===== src/hw/simple_fu_pkg.sv =====
package simple_fu_pkg;

    //////////////////////////////
    // Word sizes
    //////////////////////////////

    localparam int entry_w    = 81;
    localparam int xlen       = 32;
    localparam int reg_addr_w = 5;
    localparam int rob_num_w  = 4;
    localparam int aluop_w    = 5;
    // Regwrite plus result plus destination
    localparam int exec_w     = 1 + xlen + reg_addr_w;

    //////////////////////////////
    // Entry field positions
    //////////////////////////////

    // Layout from bit 80 down to bit 0
    // aluop, memwrite, memread, memtoreg, branch, regwrite, s2, s2 valid, s1, s1 valid, rd
    localparam int rd_lsb       = 0;
    localparam int s1_valid_bit = 5;
    localparam int s1_lsb       = 6;
    localparam int s2_valid_bit = 38;
    localparam int s2_lsb       = 39;
    localparam int regwrite_bit = 71;
    // Bits 72 to 75 hold memory and branch control, not used here
    localparam int aluop_lsb    = 76;

    //////////////////////////////
    // ALU opcodes
    //////////////////////////////

    localparam logic [aluop_w-1:0] alu_add   = 5'd0;
    localparam logic [aluop_w-1:0] alu_sub   = 5'd1;
    localparam logic [aluop_w-1:0] alu_and   = 5'd2;
    localparam logic [aluop_w-1:0] alu_or    = 5'd3;
    localparam logic [aluop_w-1:0] alu_xor   = 5'd4;
    localparam logic [aluop_w-1:0] alu_sll   = 5'd5;
    localparam logic [aluop_w-1:0] alu_srl   = 5'd6;
    localparam logic [aluop_w-1:0] alu_sra   = 5'd7;
    localparam logic [aluop_w-1:0] alu_slt   = 5'd8;
    localparam logic [aluop_w-1:0] alu_sltu  = 5'd9;
    // Source 2 straight through, used for lui
    localparam logic [aluop_w-1:0] alu_pass2 = 5'd10;

    // Writeback FSM state codes
    localparam logic [1:0] st_idle     = 2'd0;
    localparam logic [1:0] st_req      = 2'd1;
    localparam logic [1:0] st_wait_low = 2'd2;

endpackage

===== src/hw/ex_simple.sv =====
`timescale 1ns/1ns

module ex_simple import simple_fu_pkg::*; (
    input  logic                  clk,
    input  logic                  rst_n,
    // Reservation station slots
    input  logic [entry_w-1:0]    rs_simple_0,
    input  logic [entry_w-1:0]    rs_simple_1,
    input  logic [rob_num_w-1:0]  rs_simple_0_entry_num,
    input  logic [rob_num_w-1:0]  rs_simple_1_entry_num,
    input  logic                  selector,
    output logic                  simple_0_issue,
    output logic                  simple_1_issue,
    // ROB handshake
    output logic [exec_w-1:0]     executed_inst,
    output logic [rob_num_w-1:0]  simple_rob_num,
    output logic                  rob_req,
    input  logic                  rob_ack,
    // Register file write port
    output logic [xlen-1:0]       write_data,
    output logic [reg_addr_w-1:0] write_addr,
    output logic                  write_en
);

    logic                  take;
    logic                  busy;
    logic [aluop_w-1:0]    aluop;
    logic [xlen-1:0]       aluin1;
    logic [xlen-1:0]       aluin2;
    logic [xlen-1:0]       aluout;
    logic [reg_addr_w-1:0] wr_addr;
    logic                  regwrite;
    logic [rob_num_w-1:0]  rob_num;

    // Issue stage, combinational pick
    simple_issue_select u_select (
        .rs_simple_0           (rs_simple_0),
        .rs_simple_1           (rs_simple_1),
        .rs_simple_0_entry_num (rs_simple_0_entry_num),
        .rs_simple_1_entry_num (rs_simple_1_entry_num),
        .selector              (selector),
        .busy                  (busy),
        .simple_0_issue        (simple_0_issue),
        .simple_1_issue        (simple_1_issue),
        .take                  (take),
        .aluop                 (aluop),
        .aluin1                (aluin1),
        .aluin2                (aluin2),
        .wr_addr               (wr_addr),
        .regwrite              (regwrite),
        .rob_num               (rob_num)
    );

    simple_alu u_alu (
        .aluop  (aluop),
        .aluin1 (aluin1),
        .aluin2 (aluin2),
        .aluout (aluout)
    );

    // Result register and ROB handshake
    simple_wb_port u_wb (
        .clk            (clk),
        .rst_n          (rst_n),
        .take           (take),
        .aluout         (aluout),
        .wr_addr        (wr_addr),
        .regwrite       (regwrite),
        .rob_num        (rob_num),
        .rob_ack        (rob_ack),
        .busy           (busy),
        .rob_req        (rob_req),
        .executed_inst  (executed_inst),
        .simple_rob_num (simple_rob_num),
        .write_data     (write_data),
        .write_addr     (write_addr),
        .write_en       (write_en)
    );

endmodule


===== src/hw/simple_wb_port.sv =====
`timescale 1ns/1ns

module simple_wb_port import simple_fu_pkg::*; (
    input  logic                  clk,
    input  logic                  rst_n,
    input  logic                  take,
    input  logic [xlen-1:0]       aluout,
    input  logic [reg_addr_w-1:0] wr_addr,
    input  logic                  regwrite,
    input  logic [rob_num_w-1:0]  rob_num,
    input  logic                  rob_ack,
    output logic                  busy,
    output logic                  rob_req,
    output logic [exec_w-1:0]     executed_inst,
    output logic [rob_num_w-1:0]  simple_rob_num,
    output logic [xlen-1:0]       write_data,
    output logic [reg_addr_w-1:0] write_addr,
    output logic                  write_en
);

    logic [1:0]            state;
    logic                  wr_pulse;
    logic [xlen-1:0]       result_q;
    logic [reg_addr_w-1:0] addr_q;
    logic                  regwrite_q;
    logic [rob_num_w-1:0]  rob_num_q;

    //////////////////////////////
    // Result capture
    //////////////////////////////

    // Held stable for the whole transfer
    always_ff @(posedge clk) begin
        if (take) begin
            result_q   <= aluout;
            addr_q     <= wr_addr;
            regwrite_q <= regwrite;
            rob_num_q  <= rob_num;
        end
    end

    //////////////////////////////
    // Four-phase handshake FSM
    //////////////////////////////

    always_ff @(posedge clk or negedge rst_n) begin
        if (!rst_n) begin
            state    <= st_idle;
            wr_pulse <= 1'b0;
        end else begin
            // Register file write only in first request cycle
            wr_pulse <= take & regwrite;
            case (state)
                st_idle: begin
                    if (take) state <= st_req;
                end
                // Req up, wait for ack
                st_req: begin
                    if (rob_ack) state <= st_wait_low;
                end
                // Req down, ack must drop before next issue
                st_wait_low: begin
                    if (!rob_ack) state <= st_idle;
                end
                default: begin
                    state <= st_idle;
                end
            endcase
        end
    end

    assign busy    = state != st_idle;
    assign rob_req = state == st_req;

    // Outputs toward ROB and register file
    assign executed_inst  = {regwrite_q, result_q, addr_q};
    assign simple_rob_num = rob_num_q;
    assign write_data     = result_q;
    assign write_addr     = addr_q;
    assign write_en       = wr_pulse;

endmodule


===== src/hw/simple_issue_select.sv =====
`timescale 1ns/1ns

module simple_issue_select import simple_fu_pkg::*; (
    input  logic [entry_w-1:0]    rs_simple_0,
    input  logic [entry_w-1:0]    rs_simple_1,
    input  logic [rob_num_w-1:0]  rs_simple_0_entry_num,
    input  logic [rob_num_w-1:0]  rs_simple_1_entry_num,
    // High when slot 1 holds the newer entry
    input  logic                  selector,
    input  logic                  busy,
    output logic                  simple_0_issue,
    output logic                  simple_1_issue,
    output logic                  take,
    output logic [aluop_w-1:0]    aluop,
    output logic [xlen-1:0]       aluin1,
    output logic [xlen-1:0]       aluin2,
    output logic [reg_addr_w-1:0] wr_addr,
    output logic                  regwrite,
    output logic [rob_num_w-1:0]  rob_num
);

    logic                 ready0;
    logic                 ready1;
    logic [entry_w-1:0]   win_entry;

    //////////////////////////////
    // Readiness and arbitration
    //////////////////////////////

    // Both source operands must be valid
    assign ready0 = rs_simple_0[s1_valid_bit] & rs_simple_0[s2_valid_bit];
    assign ready1 = rs_simple_1[s1_valid_bit] & rs_simple_1[s2_valid_bit];

    // Both ready means the older slot goes first
    // Selector points at the newer one
    assign simple_0_issue = !busy && ready0 && (!ready1 || selector);
    assign simple_1_issue = !busy && ready1 && (!ready0 || !selector);

    assign take = simple_0_issue | simple_1_issue;

    // Winning entry, all zero when idle
    always_comb begin
        win_entry = '0;
        rob_num   = '0;
        if (simple_0_issue) begin
            win_entry = rs_simple_0;
            rob_num   = rs_simple_0_entry_num;
        end else if (simple_1_issue) begin
            win_entry = rs_simple_1;
            rob_num   = rs_simple_1_entry_num;
        end
    end

    // Field unpack
    assign aluop    = win_entry[aluop_lsb +: aluop_w];
    assign aluin1   = win_entry[s1_lsb +: xlen];
    assign aluin2   = win_entry[s2_lsb +: xlen];
    assign wr_addr  = win_entry[rd_lsb +: reg_addr_w];
    assign regwrite = win_entry[regwrite_bit];

endmodule


===== src/hw/simple_alu.sv =====
`timescale 1ns/1ns

module simple_alu import simple_fu_pkg::*; (
    input  logic [aluop_w-1:0] aluop,
    // Source 1 operand, register or pc
    input  logic [xlen-1:0]    aluin1,
    // Source 2 operand, register, immediate or shamt
    input  logic [xlen-1:0]    aluin2,
    output logic [xlen-1:0]    aluout
);

    logic [4:0]      shamt;
    logic            lt_signed;
    logic            lt_unsigned;
    logic [xlen-1:0] sum;
    logic [xlen-1:0] diff;

    //////////////////////////////
    // Shared arithmetic
    //////////////////////////////

    // Only the low five bits count for shifts
    assign shamt = aluin2[4:0];

    assign sum  = aluin1 + aluin2;
    assign diff = aluin1 - aluin2;

    // Compare results for slt and sltu
    assign lt_signed   = $signed(aluin1) < $signed(aluin2);
    assign lt_unsigned = aluin1 < aluin2;

    //////////////////////////////
    // Opcode decode
    //////////////////////////////

    always_comb begin
        case (aluop)
            alu_add: begin
                aluout = sum;
            end
            alu_sub: begin
                aluout = diff;
            end
            alu_and: begin
                aluout = aluin1 & aluin2;
            end
            alu_or: begin
                aluout = aluin1 | aluin2;
            end
            alu_xor: begin
                aluout = aluin1 ^ aluin2;
            end
            // Logical shifts fill with zero
            alu_sll: begin
                aluout = aluin1 << shamt;
            end
            alu_srl: begin
                aluout = aluin1 >> shamt;
            end
            // Arithmetic shift keeps the sign bit
            alu_sra: begin
                aluout = $unsigned($signed(aluin1) >>> shamt);
            end
            // Set-less-than gives 1 or 0
            alu_slt: begin
                aluout = {{(xlen-1){1'b0}}, lt_signed};
            end
            alu_sltu: begin
                aluout = {{(xlen-1){1'b0}}, lt_unsigned};
            end
            alu_pass2: begin
                aluout = aluin2;
            end
            // Unused codes read as zero
            default: begin
                aluout = '0;
            end
        endcase
    end

endmodule


===== config.mk =====
export PLATFORM = sky130hd
export DESIGN_NAME = ex_simple
export DESIGN_NICKNAME = d
export VERILOG_FILES = /design/src/hw/simple_fu_pkg.sv /design/src/hw/ex_simple.sv /design/src/hw/simple_wb_port.sv /design/src/hw/simple_issue_select.sv /design/src/hw/simple_alu.sv
export SDC_FILE = /design/constraint.sdc
export NUM_CORES = 1
export LEC_CHECK = 0
export ABC_AREA = 1
export BUFFER_PORTS_ARGS = -buffer_cell sky130_fd_sc_hd__buf_2
export CAP_MARGIN = 10
export CORE_ASPECT_RATIO = 2
export CORE_UTILIZATION = 50
export DETAILED_ROUTE_END_ITERATION = 7
export GPL_TIMING_DRIVEN = 0
export PLACE_DENSITY = 0.74
export SYNTH_ARGS = -nofsm -noshare
export SYNTH_HDL_FRONTEND = slang
export SYNTH_SLANG_ARGS = --single-unit

===== constraint.sdc =====
create_clock -name clk -period 4.81 [get_ports clk]
set_clock_uncertainty 0.05 [all_clocks]
set_input_delay 0.7215 -clock clk [delete_from_list [all_inputs] [get_ports clk]]
set_output_delay 0.7215 -clock clk [all_outputs]
set_load 0.03 [all_outputs]

==> reports/metrics.cfg, run 1 <==
[clock_tree]
htreeDepth=2
clockRootBuffer=clkbuf_16
cts_hold_buf=0
cts_buffers=5
cts_sinks=45
clockBufferDepth=2

[logic_synthesis]
synth_top_cell_area_share=0.178
synth_seq_cells=45
yosysUniqueCellTypes=52
synthCells=2347
syn-cell-area_mm2=0.0129
yosys_most_used_dff=edfxtp_1
synth_commonest_cells=nand2_1, nand3_1, inv_1, nor2_1, a21oi_1
syn_nets=2621
synth_edf_count=42
synth.most_common_cell=nand2_1
synthTopCellsByArea=nand3_1, nand2_1, edfxtp_1
yosysSeqAreaShare=0.104
synth_top_area_cell=nand3_1
avgSynthCellArea_um2=5.49
async_flop_share=0.0667
yosysWarnings=0

[placement]
gp_congestion=1.21
io_buffers=248
pre_cts_slack_ns=-0.913
dpl.hpwl_um=64800

[outcome]
outcome=aborted with a tool error
haltStage=global routing (5_1_grt)
error=[ERROR GRT-0116] Global routing finished with congestion. Check the congestion regions in the DRC Viewer.

[grt]
grt_max_degree=35
grt_usage=0.752
grt_pass1_wl_um=150000
grt_overflow=349
grt_pass1_vias=20900

[floorplanning]
rows=82
die_h_um=229
die-width_um=116
io_pins=257
start_util=0.511

[layer usage]
| layer | overflow | GRT usage |
|---|---|---|
| met1 | 0 | 0.761 |
| met2 | 226 | 0.940 |
| met3 | 12 | 0.550 |
| met4 | 110 | 0.760 |
| met5 | 1 | 0.143 |
[kinds of logic after synthesis]
kind of cell	synth area share
buffers and inverters	0.161
AOI/OAI and AO/OA	0.172
adders and majority gates	0.0982
xor gates and xnor gates	0.00204
DFF	0.104
and+or+nand+nor	0.463
[repair_timing]
item,in CTS
gates resized for setup,7
hold endpoints to repair,0
setup buffers,0
gates cloned,0
setup endpoints to repair,19
[stage by stage]
| stage | area [um2] | hold slack [ns] | TNS [ns] | instances |
|---|---|---|---|---|
| floorplan | 12900 | 0.376 | 0 | 2347 |
| global placement | 14600 | 0.467 | -10.09 | 2931 |
| detailed placement | 14600 | 0.472 | -11.08 | 2933 |
| CTS | 14800 | 0.125 | 0 | 2940 |
==> run 2, diff against run 1 <==
Settings changed: CORE_ASPECT_RATIO 2 to unset, CORE_UTILIZATION 50 to 35, PLACE_DENSITY 0.74 to unset, PLACE_DENSITY_LB_ADDON set to 0.15.
==> reports/metrics.cfg, run 2 <==
[worst_setup_path]
max_stage_delay_ns=0.42
worst_setup_path_start_kind=input pin
crit_family=buffers and inverters
cp_max_fo=10
crit_buf_inv=8
cp-end-kind=register
crit_slowest_cell=clkbuf_1
ff2ff_setup_slack_ns=0.05
crit_arrival_ns=4.73
path_cells=buf_2 > nand2_1 > inv_1 > buf_4 > nand3_4 > buf_6 > buf_2 > buf_4 > o22ai_1 > ha_1 > clkbuf_1 > inv_1 > a21o_1 > a21oi_1 > o21ai_0 > a21oi_1 > nand3_1 > nand3_1 > nand4_1
reg2reg_depth=18
crit_required_ns=4.76
r2r_end=u_wb.write_data[28]
worstSetupPathType=in -> reg
worstReg2RegStart=u_wb.state[1]

[grt]
antenna_found_initial=3
grt_overflow=0
grt_pass1_wl_um=112000
grt_pass1_vias=16400
grt_usage=0.412
grt_max_degree=38

[placement]
gp_congestion=1.08
pre_cts_slack_ns=-0.836
dpl_cell_area_mm2=0.0147
io_buffers=248
dpl.hpwl_um=66900

[logic_synthesis]
yosysWarnings=0
synthTopCellsByArea=nand3_1, nand2_1, edfxtp_1
avgSynthCellArea_um2=5.49
syn_nets=2621
synth.most_common_cell=nand2_1
synth_top_cell_area_share=0.178
yosys_most_used_dff=edfxtp_1
synth-simple-area-share=0.463
synthXorXnorAreaFrac=0.00204
synth_top_family_by_area=simple AND/OR/NAND/NOR gates
async_flop_share=0.0667
yosysSeqAreaShare=0.104
synth_seq_cells=45
synthCells=2347
yosysUniqueCellTypes=52
synth_top_area_cell=nand3_1
synth_commonest_cells=nand2_1, nand3_1, inv_1, nor2_1, a21oi_1
synth_edf_count=42
synth-adder-area-share=0.0982
synth_compound_area_frac=0.172
syn-cell-area_mm2=0.0129
synth_mux_area_frac=0

[sta]
period_needed_ns=4.78
period_share=0.993
hold_viol_final=0
maxSlewViolCount=0
setup_ws_ns=0.0313
setup_viol=0
maxSlewHeadroom=0.153
worst_pin_slew_ns=1.26
timing.fmax_ghz=0.209
whs_ns=0.0932

[clock_tree]
clockBufferDepth=2
clkLatencyLatePin_ns=0.36
htreeDepth=2
cts_buffers=5
cts_hold_buf=0
cts_sinks=45
cts_tree=done
path_clk_slew_ns=0.10
clockRootBuffer=clkbuf_16

[drt]
drc=0
routedWlPerCell_um=25.9
drt_iter0_markers=2600
ant_nets=0
vias_per_cell=5.93
drt-total-wl_um=79300
firstDrtPassIters=8
route.vias.total=18100

[pwr]
sw_frac_of_total=0.671
p_sw_mw=4.91
power_frac_clock=0.056
irDropWorstVdd_mv=0.293
internal_power_mw=2.41
comb_power_share=0.851
power_mw=7.32
p_leak_nw=7.99
p_per_area_mw_per_mm2=491
p_seq_frac=0.093

[finish]
drive_gt1_frac=0.169
diodes=0
areaGrowthSynthToFinish_pct=15.6
final.fill_count=4123
design_area_mm2=0.0149
largest_reg_flops=32
final_cell_mix=nand2_1, nand3_1, inv_1
mostFrequentLayoutCell=nand2_1
nNetsFinal=2869
fin_util=0.415

[floorplanning]
rows=69
die_area_mm2=0.0376
die_h_um=194
io_pins=257
start_util=0.359
die-width_um=194
coreArea_mm2=0.0359

[outcome]
outcome=completed

[flow_run]
maxCapViolations=0

[min_path]
hp-class=in -> async

[run 2: what timing repair did]
action                                  4_1_cts  5_1_grt
endpoints found under the setup margin       16       21
setup buffers                                 0        0
resized for setup                             4       11
[run 2: cell families after synthesis]
logic type                 after synthesis
AOI/OAI and AO/OA                      374
xor gates and xnor gates                 3
adders and majority gates              100
buffers and inverters                  481
DFF                                     45
and+or+nand+nor                       1344
[run 2: metrics by stage]
stage          TNS [ns]  cells
2_1_floorplan         0   2347
3_3_place_gp     -10.94   3056
3_5_place_dp     -12.53   3057
4_1_cts               0   3065
5_1_grt        -0.00248   3057
6_report              0   3057
[run 2: power groups by stage]
stage / Sequential (mW) / Combinational [mW] / Clock [mW]
final: 0.680 / 6.23 / 0.413
after global routing: 0.697 / 6.62 / 0.427
after CTS: 0.682 / 5.98 / 0.414
after detailed placement: 0.690 / 5.95 / 0
after global placement: 0.691 / 5.95 / 0
after floorplan: 0.897 / 3.63 / 0
[run 2: layer usage]
metal / vias to the layer above / track usage / wire length (um)
li1: 8282 / - / -
met1: 8364 / 0.558 / 32900
met2: 1309 / 0.607 / 32300
met3: 168 / 0.102 / 10200
met4: 2 / 0.196 / 3900
met5: - / 0 / 19
[run 2: worst max path at each step]
| stage | startpoint | endpoint | slack (ns) | cells past startpoint |
|---|---|---|---|---|
| 2_1_floorplan | rs_simple_1[5] | u_wb.write_data[30] | 1.09 | 22 |
| 3_3_place_gp | rs_simple_0[5] | u_wb.write_data[27] | -0.79 | 19 |
| 3_5_place_dp | rs_simple_0[5] | u_wb.write_data[27] | -0.84 | 19 |
| 4_1_cts | rs_simple_0[5] | u_wb.write_data[27] | 0.09 | 19 |
| 5_1_grt | rs_simple_0[38] | u_wb.write_data[18] | -0.002 | 19 |
| 6_report | rs_simple_1[5] | u_wb.write_data[23] | 0.03 | 19 |
[run 2: worst register-to-register path: cells and delay by family, from the launching register on]
| kind | cells | cell delay, ns |
|---|---|---|
| compound gates | 5 | 1.35 |
| simple gates | 7 | 1.22 |
| buf+inv | 5 | 1.18 |
| flops | 1 | 0.46 |
| fa+ha+maj | 1 | 0.22 |
[run 2: layout make-up]
cell class                 count  area (um2)  area share
clock inverter                 3        25.0     0.00168
clock buffer                   5         125     0.00839
tap                          461         577      0.0387
inverter                     326        1220      0.0821
multi-input combinational   1821        9540       0.640
buffer                       147         822      0.0551
timing repair buffer         249        1260      0.0846
sequential                    45        1340      0.0897
No activity file was read; power rests on OpenSTA's default activity.
==> run 3, diff against run 2 <==
Settings changed: ABC_CLOCK_PERIOD_IN_PS set to 4810, BUFFER_PORTS_ARGS -buffer_cell sky130_fd_sc_hd__buf_2 to unset, DONT_BUFFER_PORTS set to 1, SYNTH_HIERARCHICAL set to 1.
==> reports/metrics.cfg, run 3 <==
[finish]
drive_gt1_frac=0.0808
fin_util=0.382
areaGrowthSynthToFinish_pct=6.63
multi_input_area_mm2=0.0100
final_cell_mix=nand2_1, nand3_1, inv_1
final.fill_count=4475
mostFrequentLayoutCell=nand2_1
design_area_mm2=0.0144
largest_reg_flops=32
nNetsFinal=2834
diodes=0
ff_latch_area_mm2=0.00134

[grt]
grt_pass1_vias=16200
grt_max_degree=25
antenna_found_initial=1
grt_overflow=0
grt_pass1_wl_um=108000
grt_usage=0.381

[sta]
maxSlewViolCount=0
hold_viol_final=0
setup_viol=0
worst_pin_slew_ns=0.913
setup_ws_ns=0.121
period_needed_ns=4.69
tns_ns=0
maxSlewHeadroom=0.391
timing.fmax_ghz=0.213
period_share=0.975
rsz0062_at_grt=false

[pwr]
irDropWorstVdd_mv=0.181
p_per_area_mw_per_mm2=438
p_leak_nw=7.64

[logic_synthesis]
synth-adder-area-share=0.0935
yosysSeqAreaShare=0.0987
yosys_most_used_dff=edfxtp_1
synthXorXnorAreaFrac=0.00129
synth_compound_area_frac=0.0885
synth_top_family_by_area=simple AND/OR/NAND/NOR gates
syn_nets=2818
yosysWarnings=6
synthTopCellsByArea=nand2_1, nand3_1, edfxtp_1
avgSynthCellArea_um2=5.32
synth_edf_count=42
synth_mux_area_frac=0.00148
syn-cell-area_mm2=0.0135
synthCells=2544
synth-simple-area-share=0.552
async_flop_share=0.0667
synth_seq_cells=45
synth.most_common_cell=nand2_1
synth_commonest_cells=nand2_1, nand3_1, inv_1, nor2_1, ha_1
yosysUniqueCellTypes=48
synth_top_area_cell=nand2_1
synth_top_cell_area_share=0.242

[worst_setup_path]
worst_setup_path_start_kind=input pin
crit_arrival_ns=4.65
cp_max_fo=11
worstSetupPathType=in -> reg
crit_required_ns=4.77
cp-end-kind=register

[clock_tree]
clkLatencyLatePin_ns=0.31
clockRootBuffer=clkbuf_16
htreeDepth=2
cts_tree=done
cts_sinks=45
clockBufferDepth=2
path_clk_slew_ns=0.07
cts_buffers=5

[drt]
routedWlPerCell_um=24.7
drc=9
vias_per_cell=5.77
ant_nets=0
route.vias.total=17700
firstDrtPassIters=8
drt-total-wl_um=76000
drt_iter0_markers=2132

[outcome]
outcome=finished with violations
violations=design-rule violations

[floorplanning]
die_area_mm2=0.0395
start_util=0.358
die_h_um=199
die-width_um=199
coreArea_mm2=0.0378
io_pins=257
rows=71

[placement]
io_buffers=0
dpl.hpwl_um=62900
gp_congestion=1.07
pre_cts_slack_ns=-0.902
dpl_cell_area_mm2=0.0142

[flow_run]
maxCapViolations=0

[min_path]
hp-class=in -> async

==> run 3: worst paths after layout <==
check	startpoint	to	slack, ns	cells past startpoint
min	rst_n	u_wb/state[0]	0.04	0
max	selector	u_wb/write_data[10]	0.12	20
min reg2reg	u_wb/state[0]	u_wb/state[0]	0.53	2
max reg2reg	u_wb/state[0]	u_wb/write_data[20]	0.22	20
min in group clk	rob_ack	u_wb/state[1]	0.49	2
max in group asynchronous	rst_n	u_wb/write_en	4.60	0
==> run 3: cell type report <==
| class | instances | share of cell area |
|---|---|---|
| buffer | 162 | 0.0729 |
| timing repair buffer | 11 | 0.00658 |
| clock buffer | 5 | 0.00866 |
| tap | 511 | 0.0443 |
| clock inverter | 3 | 0.00121 |
| sequential | 45 | 0.0925 |
| inverter | 313 | 0.0815 |
| multi-input combinational | 2022 | 0.692 |
==> run 3: report_power, final <==
part	internal [mW]	switching (mW)	leakage (nW)
clock network	0.192	0.189	0.0696
registers	0.626	0.289	0.448
logic	1.32	3.72	7.13
==> run 3: metrics by stage <==
step,std cells,power (mW),hold slack (ns)
floorplan,2544,4.19,0.376
global placement,3055,5.75,0.376
detailed placement,3056,5.76,0.376
CTS,3062,6.16,0.0358
global route,3072,6.75,0.0347
finish,3072,6.33,0.0421
==> run 3: repair_timing <==
item	in CTS	in global routing
gates resized for setup	3	1
endpoints found under the hold margin	0	0
pin swaps	0	2
setup buffers	0	10
endpoints found under the setup margin	26	13
hold buffers	0	0
==> run 3: layer usage <==
metal  global-route usage  vias up  part of all wire  wire, um
met5                    0        -           0.00025        19
met4                0.183        2             0.052      3970
met3               0.0614      170             0.098      7460
met2                0.599      994              0.43     32800
met1                0.505     8322              0.42     31800
li1                     -     8246                 -         -
==> run 3: kinds of logic after synthesis <==
| group | count (synthesis) |
|---|---|
| multiplexers | 2 |
| AND/OR/NAND/NOR | 1707 |
| XOR/XNOR | 2 |
| adder cells (fa/ha/maj) | 100 |
| buffers and inverters | 477 |
| flip-flops | 45 |
| AO/OA/AOI/OAI | 211 |
==> run 3: worst max-delay path: stages <==
cell and delay (ns):
inv_1 0.04, nand3_2 0.43, buf_2 0.37, nand3_1 0.10
nand2_1 0.10, clkbuf_4 0.25, inv_2 0.27, buf_2 0.39
ha_1 0.29, buf_2 0.18, nor2_2 0.21, nand3_1 0.14
nand3_1 0.24, nand2_1 0.08, nand2_1 0.18, nand2_1 0.07
nand2_1 0.06, o21ai_1 0.06, nor2_1 0.21, nand3_1 0.23
==> run 4, diff against run 3 <==
Settings changed: ABC_AREA 1 to unset, CELL_PAD_IN_SITES_DETAIL_PLACEMENT set to 0, CELL_PAD_IN_SITES_GLOBAL_PLACEMENT set to 1.
==> reports/metrics.cfg, run 4 <==
[clock_tree]
clkLatencyLatePin_ns=0.32
clockRootBuffer=clkbuf_16
clockBufferDepth=2
path_clk_slew_ns=0.09
htreeDepth=2
cts_buffers=5
cts_tree=done
cts_sinks=45

[worst_setup_path]
worstReg2RegStart=u_wb/state[1]
cp_max_fo=8
crit_arrival_ns=4.81
max_stage_delay_ns=0.56
worst_setup_path_start_kind=register
crit_required_ns=4.80
ff2ff_setup_slack_ns=-0.01
path_cells=or2_4 > a311oi_4 > buf_12 > buf_6 > buf_8 > a22o_4 > buf_12 > buf_8 > inv_6 > buf_8 > buf_12 > ha_4 > a21oi_4 > nor2_2 > or4b_4 > a41o_4 > buf_6 > a21oi_4 > o21ai_4 > a221o_1 > a221o_1
startpoint=u_wb/state[1]
cp-end-kind=register
worstSetupPathType=reg -> reg
crit_slowest_cell=or4b_4

[placement]
io_buffers=0
dpl.hpwl_um=48100
gp_congestion=1.01

[grt]
grt_pass1_wl_um=86600
grt_pass1_vias=12300
grt_overflow=0
antenna_found_initial=0
grt_usage=0.361
grt_max_degree=27

[floorplanning]
die_area_mm2=0.0330
coreArea_mm2=0.0317
rows=65
start_util=0.357
io_pins=257
die-width_um=182
die_h_um=182

[sta]
maxSlewViolCount=0
period_share=1.00
rsz0062_at_grt=true
maxSlewHeadroom=0.333
tns_ns=-0.0156
worst_pin_slew_ns=1.00
setup_ws_ns=-0.00956
period_needed_ns=4.82
whs_ns=0.0339
timing.fmax_ghz=0.207
setup_viol=2
hold_viol_final=0

[logic_synthesis]
synth_top_cell_area_share=0.111
synth_edf_count=42
syn_nets=1751
synth_commonest_cells=nor2_1, a21oi_1, nand2_1, inv_1, ha_1
async_flop_share=0.0667
avgSynthCellArea_um2=7.66
synth_top_area_cell=edfxtp_1
synth.most_common_cell=nor2_1
synthCells=1477
syn-cell-area_mm2=0.0113
yosys_most_used_dff=edfxtp_1
synth_seq_cells=45
yosysUniqueCellTypes=81
synthTopCellsByArea=edfxtp_1, ha_1, mux4_2
yosysWarnings=6
yosysSeqAreaShare=0.118

[pwr]
irDropWorstVdd_mv=0.224
p_per_area_mw_per_mm2=475
p_leak_nw=5.17
power_mw=6.32

[flow_run]
maxCapViolations=0

[finish]
mostFrequentLayoutCell=nor2_1
fin_util=0.419
nNetsFinal=1806
areaGrowthSynthToFinish_pct=17.5
drive_gt1_frac=0.217
final_cell_mix=nor2_1, a21oi_1, nand2_1
largest_reg_flops=32

[drt]
drc=0
route.vias.total=13100
drt-total-wl_um=61200
firstDrtPassIters=7
vias_per_cell=6.75
drt_iter0_markers=1602
routedWlPerCell_um=31.6
ant_nets=0

[outcome]
violations=negative setup slack
outcome=finished with violations

[min_path]
hp-class=in -> async

==> run 4: layout make-up <==
class	count	area, um2
timing repair buffer	59	495
fill	3320	18400
buffer	144	1020
inverter	103	399
multi-input combinational	1174	9380
sequential	45	1340
clock inverter	3	21.3
antenna	1	2.50
tap	402	503
clock buffer	5	125
==> run 4: layer usage <==
metal  vias to the layer above  wire, um  global-route usage
met5                         -         0                   0
met4                         0      2200               0.112
met3                       106      5760              0.0624
met2                       863     27200               0.572
met1                      6422     26000               0.496
li1                       5680         -                   -
==> run 4: kinds of logic after synthesis <==
| kind of cell | synth area share |
|---|---|
| compound gates | 0.345 |
| xor+xnor | 0.00465 |
| fa+ha+maj | 0.112 |
| buf+inv | 0.110 |
| flops | 0.118 |
| mux | 0.149 |
| simple gates | 0.162 |
==> run 4: stage by stage <==
stage	cells	setup WS [ns]	cell area (um2)
2_1_floorplan	1477	0.000126	11400
3_3_place_gp	1879	-2.12	11900
3_5_place_dp	1882	-1.78	11900
4_1_cts	1908	-0.00718	12700
5_1_grt	1935	-0.112	13300
6_report	1936	-0.00956	13300
==> run 4: critical path: cells and delay by family (launching register included) <==
kind / cells / cell delay [ns]
fa+ha+maj: 1 / 0.25
buf+inv: 9 / 1.01
simple gates: 3 / 0.91
flops: 1 / 0.39
compound gates: 8 / 1.87
==> run 4: worst paths after layout <==
check / cells after the start / to
max: 21 / u_wb/write_data[21]
min: 0 / u_wb/state[0]
max reg2reg: 21 / u_wb/write_data[21]
min reg2reg: 2 / u_wb/state[0]
max in group asynchronous: 0 / u_wb/write_en
min in group clk: 1 / u_wb/state[1]
==> run 4: timing repair <==
action,4_1_cts,5_1_grt
resized for setup,128,94
setup buffers,24,33
hold buffers,0,0
pin swaps,18,24
endpoints found under the setup margin,32,30
gates cloned,0,1
==> run 4: report_power, final <==
part | internal (mW) | leakage (nW) | total, mW | switching, mW
sequential | 0.648 | 0.446 | 0.966 | 0.318
clock | 0.195 | 0.0702 | 0.393 | 0.197
combinational | 1.72 | 4.66 | 4.96 | 3.23
